## config.mk

```make
export PLATFORM = sky130hd
export DESIGN_NAME = bp_frontend
export DESIGN_NICKNAME = d
export VERILOG_FILES = /design/src/rtl/bp_pkg.sv /design/src/rtl/btb.sv /design/src/rtl/gshare_pht.sv /design/src/rtl/fetch_predictor.sv /design/src/rtl/fetch_queue.sv /design/src/rtl/branch_resolver.sv /design/src/rtl/bp_frontend.sv
export SDC_FILE = /design/constraint.sdc
export NUM_CORES = 2
export LEC_CHECK = 0
export BUFFER_PORTS_ARGS = -buffer_cell sky130_fd_sc_hd__buf_2
export CORE_ASPECT_RATIO = 1.2
export CORE_MARGIN = 2
export CORE_UTILIZATION = 63
export CTS_CLUSTER_DIAMETER = 120
export DETAILED_ROUTE_END_ITERATION = 12
export PLACE_DENSITY = 0.76
export SYNTH_ARGS = -nofsm -noshare
export SYNTH_HDL_FRONTEND = slang
export SYNTH_SLANG_ARGS = --single-unit
```

## constraint.sdc

```tcl
create_clock -name clk -period 6.8 [get_ports clk]
set_input_delay 0.68 -clock clk [delete_from_list [all_inputs] [get_ports clk]]
set_output_delay 0.68 -clock clk [all_outputs]
set_load 0.05 [all_outputs]
```

## src/rtl/bp_pkg.sv

```systemverilog
// branch prediction front end package with widths, table sizes, index helpers and APB map
`default_nettype none

package bp_pkg;

  // addresses and fetch stepping
  typedef logic [31:0] pc_t;                     // instruction address
  localparam pc_t pc_step  = 32'd4;              // fall-through increment
  localparam pc_t reset_pc = 32'd0;              // fetch starts here

  // branch target buffer, direct mapped
  localparam int btb_entries = 16;
  typedef logic [3:0]  btb_index_t;              // pc[5:2]
  typedef logic [25:0] btb_tag_t;                // pc[31:6]

  // gshare
  localparam int ghr_bits = 6;
  typedef logic [ghr_bits-1:0] ghr_t;            // global history, newest in bit 0
  typedef logic [5:0] pht_index_t;               // pc[7:2] xor history
  localparam int pht_entries = 2 ** $bits(pht_index_t);
  typedef logic [1:0] counter_t;                 // saturating 2-bit counter
  localparam counter_t counter_reset = 2'd1;     // weakly not taken

  // fetch queue
  localparam int queue_depth = 4;
  typedef logic [2:0] queue_count_t;             // 0..queue_depth

  // APB side
  typedef logic [7:0]  apb_addr_t;
  typedef logic [31:0] apb_data_t;
  localparam apb_addr_t addr_head_pc     = 8'h00; // ro
  localparam apb_addr_t addr_head_pred   = 8'h04; // ro
  localparam apb_addr_t addr_resolve     = 8'h08; // wo, real next pc of head
  localparam apb_addr_t addr_mispredicts = 8'h0C; // ro
  localparam apb_addr_t addr_status      = 8'h10; // ro, {count, not empty}

  typedef enum logic {idle, access} resolver_state_t;

  function automatic btb_index_t btb_index(pc_t pc);
    return pc[5:2];                              // word aligned, drop byte offset
  endfunction

  function automatic btb_tag_t btb_tag(pc_t pc);
    return pc[31:6];
  endfunction

  function automatic pht_index_t pht_index(pc_t pc, ghr_t ghr);
    return pht_index_t'(pc[7:2]) ^ ghr;          // gshare hash
  endfunction

endpackage

`default_nettype wire

```

## src/rtl/btb.sv

```systemverilog
// direct-mapped branch target buffer, combinational lookup and one write port
`timescale 1ns/100ps
`default_nettype none

module btb (
  input  logic        clk,
  input  logic        reset,
  input  bp_pkg::pc_t lookup_pc,
  output logic        hit,
  output bp_pkg::pc_t target,
  input  logic        write,
  input  bp_pkg::pc_t write_pc,
  input  bp_pkg::pc_t write_target
);
  import bp_pkg::*;

  logic [btb_entries-1:0] valid;                 // cleared on reset
  btb_tag_t               tags    [btb_entries];
  pc_t                    targets [btb_entries];

  btb_index_t lookup_index;
  btb_index_t write_index;

  assign lookup_index = btb_index(lookup_pc);
  assign write_index  = btb_index(write_pc);

  // hit needs a live entry with the same upper pc bits
  assign hit    = valid[lookup_index] && (tags[lookup_index] == btb_tag(lookup_pc));
  assign target = targets[lookup_index];         // only meaningful on hit

  always_ff @(posedge clk) begin
    if (reset) begin
      valid <= '0;
    end else if (write) begin
      valid[write_index] <= 1'b1;
    end
  end

  // tag and target storage
  always_ff @(posedge clk) begin
    if (write) begin
      tags[write_index]    <= btb_tag(write_pc);
      targets[write_index] <= write_target;      // overwrites any alias
    end
  end

endmodule

`default_nettype wire

```

## src/rtl/gshare_pht.sv

```systemverilog
// gshare pattern history table of 2-bit counters with the global history register
`timescale 1ns/100ps
`default_nettype none

module gshare_pht (
  input  logic        clk,
  input  logic        reset,
  input  bp_pkg::pc_t lookup_pc,
  output logic        predict_taken,
  input  logic        train,
  input  bp_pkg::pc_t train_pc,
  input  logic        train_taken
);
  import bp_pkg::*;

  counter_t   pht [pht_entries];
  ghr_t       ghr;
  pht_index_t lookup_index;
  pht_index_t train_index;
  counter_t   train_count;

  // history only moves on training, so both sides see the same ghr
  assign lookup_index  = pht_index(lookup_pc, ghr);
  assign train_index   = pht_index(train_pc, ghr);
  assign predict_taken = pht[lookup_index][1];   // 2 or 3 means taken
  assign train_count   = pht[train_index];

  always_ff @(posedge clk) begin
    if (reset) begin
      for (int i = 0; i < pht_entries; i++) begin
        pht[i] <= counter_reset;
      end
      ghr <= '0;
    end else if (train) begin
      if (train_taken && (train_count != '1)) begin
        pht[train_index] <= train_count + 2'd1;  // step up and saturate at 3
      end else if (!train_taken && (train_count != '0)) begin
        pht[train_index] <= train_count - 2'd1;  // step down and saturate at 0
      end
      ghr <= {ghr[ghr_bits-2:0], train_taken};   // shift in outcome
    end
  end

  // a training pulse must carry a known pc and outcome
  assert property (@(posedge clk) disable iff (reset)
    train |-> !$isunknown({train_pc, train_taken}))
    else $error("pht trained with an unknown pc or outcome");

endmodule

`default_nettype wire

```

## src/rtl/fetch_predictor.sv

```systemverilog
// fetch pc register and next pc prediction from the BTB and gshare table
`timescale 1ns/100ps
`default_nettype none

module fetch_predictor (
  input  logic        clk,
  input  logic        reset,
  input  logic        full,
  input  logic        redirect,
  input  bp_pkg::pc_t redirect_pc,
  input  bp_pkg::pc_t train_pc,
  input  logic        train_taken,
  output logic        push,
  output bp_pkg::pc_t push_pc,
  output bp_pkg::pc_t push_pred
);
  import bp_pkg::*;

  pc_t  pc;
  pc_t  pred_pc;
  pc_t  btb_target;
  logic btb_hit;
  logic pht_taken;
  logic btb_write;

  assign btb_write = redirect && train_taken;    // only taken outcomes get a target

  btb btb_i (
    .clk          (clk),
    .reset        (reset),
    .lookup_pc    (pc),
    .hit          (btb_hit),
    .target       (btb_target),
    .write        (btb_write),
    .write_pc     (train_pc),
    .write_target (redirect_pc)
  );

  gshare_pht pht_i (
    .clk           (clk),
    .reset         (reset),
    .lookup_pc     (pc),
    .predict_taken (pht_taken),
    .train         (redirect),                   // mispredicts only
    .train_pc      (train_pc),
    .train_taken   (train_taken)
  );

  // need both a known target and a taken vote
  assign pred_pc   = (btb_hit && pht_taken) ? btb_target : pc + pc_step;
  assign push      = !full && !redirect;         // redirect cycle drops the stale fetch
  assign push_pc   = pc;
  assign push_pred = pred_pc;

  always_ff @(posedge clk) begin
    if (reset) begin
      pc <= reset_pc;
    end else if (redirect) begin
      pc <= redirect_pc;                         // resolver wins over prediction
    end else if (push) begin
      pc <= pred_pc;
    end                                          // full: pc holds
  end

endmodule

`default_nettype wire

```

## src/rtl/fetch_queue.sv

```systemverilog
// in-order circular queue of fetched (pc, predicted next pc) pairs with flush
`timescale 1ns/100ps
`default_nettype none

module fetch_queue (
  input  logic                 clk,
  input  logic                 reset,
  input  logic                 push,
  input  bp_pkg::pc_t          push_pc,
  input  bp_pkg::pc_t          push_pred,
  input  logic                 pop,
  input  logic                 flush,
  output logic                 full,
  output logic                 head_valid,
  output bp_pkg::pc_t          head_pc,
  output bp_pkg::pc_t          head_pred,
  output bp_pkg::queue_count_t count
);
  import bp_pkg::*;

  localparam int ptr_bits = $clog2(queue_depth);

  pc_t                 pc_mem   [queue_depth];
  pc_t                 pred_mem [queue_depth];
  logic [ptr_bits-1:0] wr_ptr;
  logic [ptr_bits-1:0] rd_ptr;

  assign head_valid = count != '0;
  assign full       = count == queue_count_t'(queue_depth);
  assign head_pc    = pc_mem[rd_ptr];            // garbage when empty, resolver masks
  assign head_pred  = pred_mem[rd_ptr];

  // pointers and fill level, flush beats push and pop
  always_ff @(posedge clk) begin
    if (reset || flush) begin
      wr_ptr <= '0;
      rd_ptr <= '0;
      count  <= '0;
    end else begin
      if (push) begin
        wr_ptr <= wr_ptr + 1'b1;                 // wraps at depth
      end
      if (pop) begin
        rd_ptr <= rd_ptr + 1'b1;
      end
      case ({push, pop})
        2'b10:   count <= count + 1'b1;
        2'b01:   count <= count - 1'b1;
        default: count <= count;                 // none, or both at once
      endcase
    end
  end

  always_ff @(posedge clk) begin
    if (push) begin
      pc_mem[wr_ptr]   <= push_pc;
      pred_mem[wr_ptr] <= push_pred;
    end
  end

  // producer must respect full, resolver must respect head_valid
  assert property (@(posedge clk) disable iff (reset) full |-> !push)
    else $error("push into full fetch queue");
  assert property (@(posedge clk) disable iff (reset) !head_valid |-> !pop)
    else $error("pop from empty fetch queue");

endmodule

`default_nettype wire

```

## src/rtl/branch_resolver.sv

```systemverilog
// APB slave that resolves the oldest fetch entry, redirects on mispredict and counts them
`timescale 1ns/100ps
`default_nettype none

module branch_resolver (
  input  logic                 clk,
  input  logic                 reset,
  input  logic                 psel,
  input  logic                 penable,
  input  logic                 pwrite,
  input  bp_pkg::apb_addr_t    paddr,
  input  bp_pkg::apb_data_t    pwdata,
  output bp_pkg::apb_data_t    prdata,
  output logic                 pready,
  output logic                 pslverr,
  input  logic                 head_valid,
  input  bp_pkg::pc_t          head_pc,
  input  bp_pkg::pc_t          head_pred,
  input  bp_pkg::queue_count_t count,
  output logic                 pop,
  output logic                 redirect,
  output bp_pkg::pc_t          redirect_pc,
  output bp_pkg::pc_t          train_pc,
  output logic                 train_taken
);
  import bp_pkg::*;

  resolver_state_t state;
  apb_data_t       mispredicts;                  // since reset
  apb_data_t       read_data;
  logic            read_ok;                      // address is a readable register
  logic            access_phase;
  logic            is_resolve;
  logic            accept;
  logic            mispredict;
  pc_t             fall_through;

  assign access_phase = (state == access) && psel && penable;
  assign is_resolve   = paddr == addr_resolve;

  // head fields read 0 on an empty queue
  always_comb begin
    read_ok   = 1'b1;
    read_data = '0;
    case (paddr)
      addr_head_pc:     read_data = head_valid ? head_pc : '0;
      addr_head_pred:   read_data = head_valid ? head_pred : '0;
      addr_mispredicts: read_data = mispredicts;
      addr_status:      read_data = apb_data_t'({count, head_valid});
      default:          read_ok = 1'b0;          // includes resolve
    endcase
  end

  // resolve write stalls until there is something to resolve
  assign pready  = access_phase && !(pwrite && is_resolve && !head_valid);
  assign pslverr = access_phase && (pwrite ? !is_resolve : !read_ok);
  assign prdata  = (access_phase && !pwrite) ? read_data : '0;

  assign accept     = access_phase && pwrite && is_resolve && head_valid;
  assign mispredict = pwdata != head_pred;
  assign pop        = accept && !mispredict;     // prediction confirmed
  assign redirect   = accept && mispredict;      // flush and refetch

  assign redirect_pc  = pwdata;
  assign train_pc     = head_pc;
  assign fall_through = head_pc + pc_step;
  assign train_taken  = redirect_pc != fall_through; // anything but pc+4 is taken

  // setup to access tracking with one completion per transfer
  always_ff @(posedge clk) begin
    if (reset) begin
      state <= idle;
    end else begin
      case (state)
        idle: begin
          if (psel && !penable) begin
            state <= access;
          end
        end
        access: begin
          if (pready || !psel) begin
            state <= idle;                       // done or host abandoned
          end
        end
        default: state <= idle;
      endcase
    end
  end

  always_ff @(posedge clk) begin
    if (reset) begin
      mispredicts <= '0;
    end else if (redirect) begin
      mispredicts <= mispredicts + 1'b1;
    end
  end

  // a stalled transfer keeps its address, direction and data
  assert property (@(posedge clk) disable iff (reset)
    (access_phase && !pready) ##1 psel |->
      $stable(paddr) && $stable(pwrite) && $stable(pwdata))
    else $error("APB transfer changed while stalled");
  // the queue must be empty right after a redirect
  assert property (@(posedge clk) disable iff (reset) redirect |=> !head_valid)
    else $error("fetch queue not flushed by redirect");

endmodule

`default_nettype wire

```

## src/rtl/bp_frontend.sv

```systemverilog
// branch prediction front end top, predictor feeding a fetch queue resolved over APB
`timescale 1ns/100ps
`default_nettype none

module bp_frontend (
  input  logic              clk,
  input  logic              reset,
  input  logic              psel,
  input  logic              penable,
  input  logic              pwrite,
  input  bp_pkg::apb_addr_t paddr,
  input  bp_pkg::apb_data_t pwdata,
  output bp_pkg::apb_data_t prdata,
  output logic              pready,
  output logic              pslverr
);
  import bp_pkg::*;

  logic         full;
  logic         push;
  pc_t          push_pc;
  pc_t          push_pred;
  logic         head_valid;
  pc_t          head_pc;
  pc_t          head_pred;
  queue_count_t count;
  logic         pop;
  logic         redirect;                        // also the queue flush
  pc_t          redirect_pc;
  pc_t          train_pc;
  logic         train_taken;

  fetch_predictor predictor_i (
    .clk         (clk),
    .reset       (reset),
    .full        (full),
    .redirect    (redirect),
    .redirect_pc (redirect_pc),
    .train_pc    (train_pc),
    .train_taken (train_taken),
    .push        (push),
    .push_pc     (push_pc),
    .push_pred   (push_pred)
  );

  fetch_queue queue_i (
    .clk        (clk),
    .reset      (reset),
    .push       (push),
    .push_pc    (push_pc),
    .push_pred  (push_pred),
    .pop        (pop),
    .flush      (redirect),
    .full       (full),
    .head_valid (head_valid),
    .head_pc    (head_pc),
    .head_pred  (head_pred),
    .count      (count)
  );

  branch_resolver resolver_i (
    .clk         (clk),
    .reset       (reset),
    .psel        (psel),
    .penable     (penable),
    .pwrite      (pwrite),
    .paddr       (paddr),
    .pwdata      (pwdata),
    .prdata      (prdata),
    .pready      (pready),
    .pslverr     (pslverr),
    .head_valid  (head_valid),
    .head_pc     (head_pc),
    .head_pred   (head_pred),
    .count       (count),
    .pop         (pop),
    .redirect    (redirect),
    .redirect_pc (redirect_pc),
    .train_pc    (train_pc),
    .train_taken (train_taken)
  );

endmodule

`default_nettype wire

```

==> metrics <==
status=complete, no violations; num rows=123; root buffer cell=clkbuf_16; CP bufs+invs=2; crit-path max cell delay=900 ps; die width=285 um; worst hold path cell count=3; worst slew pin tran=1190 ps; # clock sinks=1,412; cell family with most CP delay=simple AND/OR/NAND/NOR gates; GRT Overall Usage=35.0%; met1 usage in global routing=44.2%; Worst-path clk slew=60 ps; CP Capture Type=flip-flop; WL per Instance=34.5 um; Post-synth EDFFs=1,312; TNS Setup=0 ps; layout cells sized above 1=23.1%; Slowest cell on crit path=and3_4; full die area=0.0971 mm^2; Clock Skews=30.6 ps; vias per cell=7.15; drt total wl=167 mm; P_leak=20.7 nW; initial DRC count=4,740; worst-path fanout max=43; initial core utilization=63.6%; total power=20.1 mW; Hold Path Class=in -> reg; Unique masters post-synth=74; Post-Syn Nets=3,440; Setup Viol. Count Final=0; FF+latch count, synth=1,412; global-route wire length before repair=242 mm; final net count=3,524; max-cap viol count=0; CTS tree=done; Tcrit/Tclk final=88.4%; crit path time final=6010 ps; Skew-Pair Late Insertion Delay=760 ps; register area share after synthesis=69.5%; pwr dens=304 mW/mm^2; fraction of registers with async set or reset after synthesis=0%; HPWL after DPL=100 mm; antenna-violating nets left=0; first drt pass iteration count=7; Yosys warnings=0; via count=34,557; Slew Limit Fails=0; average size of a mapped cell=17.6 um^2; # Post-CTS Setup Buffers=0; Crit. path cell count=11; commonest non-fill, non-tap cell in the layout=edfxtp_1; largest net degree at the start of global routing=91; I/O Buffers=78; # IOs=79; final RePlAce weighted congestion=1.04; slew margin rel.=20.9%; total core area=0.0937 mm^2; Layout Area Growth over Synthesis=10.8%; largest buffer count on any clock path=3; PostCTS Resize Cnt=0; critical path launch point type=flip-flop; Mapped Cells=3,384; CP Cell Sequence=buf_12 > mux4_2 > and4_1 > nand3_1 > or4_1 > o221a_2 > o2111ai_1 > nor4_1 > a21oi_1 > and3_4 > buf_4; worst setup path category=reg -> reg; VDD IR-drop max=0.254 mV; H-tree Lvls=4; initial antenna violation count=4; number of global-route vias before repair=35,067; Max Fclk=0.166 GHz; Remaining DRCs=0; total grt overflow=0; hold_buf cts=0; GRT met2 Usage=56.4%; unrepaired setup endpoints after global routing=no; Die Y=341 um; Hold Vio Cnt, Final=0; total CTS buffers=134; most frequent cells in the layout=1,312 x edfxtp_1, 370 x mux4_2, 202 x nor2_1; Most used DFF post-synth=edfxtp_1; CP required=7250 ps; Mapped Area=0.0596 mm^2; M3 GR Usage=6.16%; critical path arrival=6460 ps; worst reg2reg path depth=11; GR peak layer=met2
-- worst register-to-register path, delay by kind of cell, from the launching register on --
kind                   cells  cell delay (ps)
AOI/OAI and AO/OA          3             1320
muxes                      1              750
DFF                        1              570
buffers and inverters      2              720
and+or+nand+nor            5             2370
-- stage by stage --
stage	instance area (um^2)	util, %	hold slack [ps]	setup slack [ps]	cells
6_report	66000	70.5	251	790	4832
5_1_grt	66000	70.4	254	538	4829
4_1_cts	66000	70.4	215	901	4829
3_5_place_dp	61700	65.9	454	912	4582
3_3_place_gp	61700	65.9	443	1040	4582
2_1_floorplan	59600	-	435	796	3384
-- cells by family after synthesis --
logic type / Yosys count / share of synthesized area [%]
flip-flops: 1412 / 69.5
AND/OR/NAND/NOR: 760 / 6.15
multiplexers: 447 / 15.4
AO/OA/AOI/OAI: 324 / 4.23
buffers and inverters: 250 / 1.85
XOR/XNOR: 180 / 2.70
adder cells (fa/ha/maj): 11 / 0.231
-- registers in the layout, summed over array words and instances (netlist names), named ones only --
name / cells
predictor_i.btb_i.tags: 416
predictor_i.btb_i.targets: 512
predictor_i.btb_i.valid: 16
predictor_i.pht_i.ghr: 6
predictor_i.pht_i.pht: 128
predictor_i.push_pc: 32
queue_i.count: 3
queue_i.pc_mem: 128
queue_i.pred_mem: 128
queue_i.rd_ptr: 2
queue_i.wr_ptr: 2
resolver_i.mispredicts: 32
resolver_i.state: 1
-- routing by layer --
layer  share of wire, %  vias up
met5              0.023        -
li1                   -    13900
met3                9.5      572
met4                8.0        6
met2                 49     2450
met1                 34    17629
-- where the power goes --
part	total [mW]	leakage, nW	switching, mW	internal [mW]
Combinational	2.78	5.85	1.86	0.924
Sequential	9.97	12.7	0.138	9.83
Clock	7.32	2.09	3.27	4.05
Total	20.1	20.7	5.27	14.8
-- final timing paths --
path	end	slack, ps	startpoint
max	predictor_i.btb_i.targets[6][28]	790	flip-flop
min	resolver_i.state	250	psel
max reg2reg	predictor_i.btb_i.targets[6][28]	790	flip-flop
min reg2reg	predictor_i.btb_i.valid[15]	470	predictor_i.btb_i.valid[15]
-- final cells by class --
| type | instances | area [um^2] |
|---|---|---|
| flip-flops and latches | 1412 | 41400 |
| diodes | 3 | 7.51 |
| well taps | 1250 | 1560 |
| clock buffers | 173 | 3620 |
| clock inverters | 74 | 676 |
| fillers | 5688 | 27700 |
| multi-input cells | 1722 | 17300 |
| inverters | 22 | 82.6 |
| repair buffers | 176 | 1420 |
-- synth_stat cells, types with 39 or more instances --
cell type / count / share of area [%]
dfxtp_1: 100 / 3.4
a21oi_1: 56 / 0.47
nor3_1: 103 / 0.87
xnor2_1: 131 / 1.9
mux2i_1: 42 / 0.71
edfxtp_1: 1312 / 66
nand2_1: 154 / 0.97
nand4_1: 42 / 0.44
nor2_1: 204 / 1.3
mux4_2: 370 / 14
buf_2: 39 / 0.33
nand3_1: 105 / 0.88
and3_1: 50 / 0.52
xor2_1: 46 / 0.68
clkbuf_1: 139 / 0.88
a41o_1: 66 / 1.1
No activity file was read; power rests on OpenSTA's default activity.
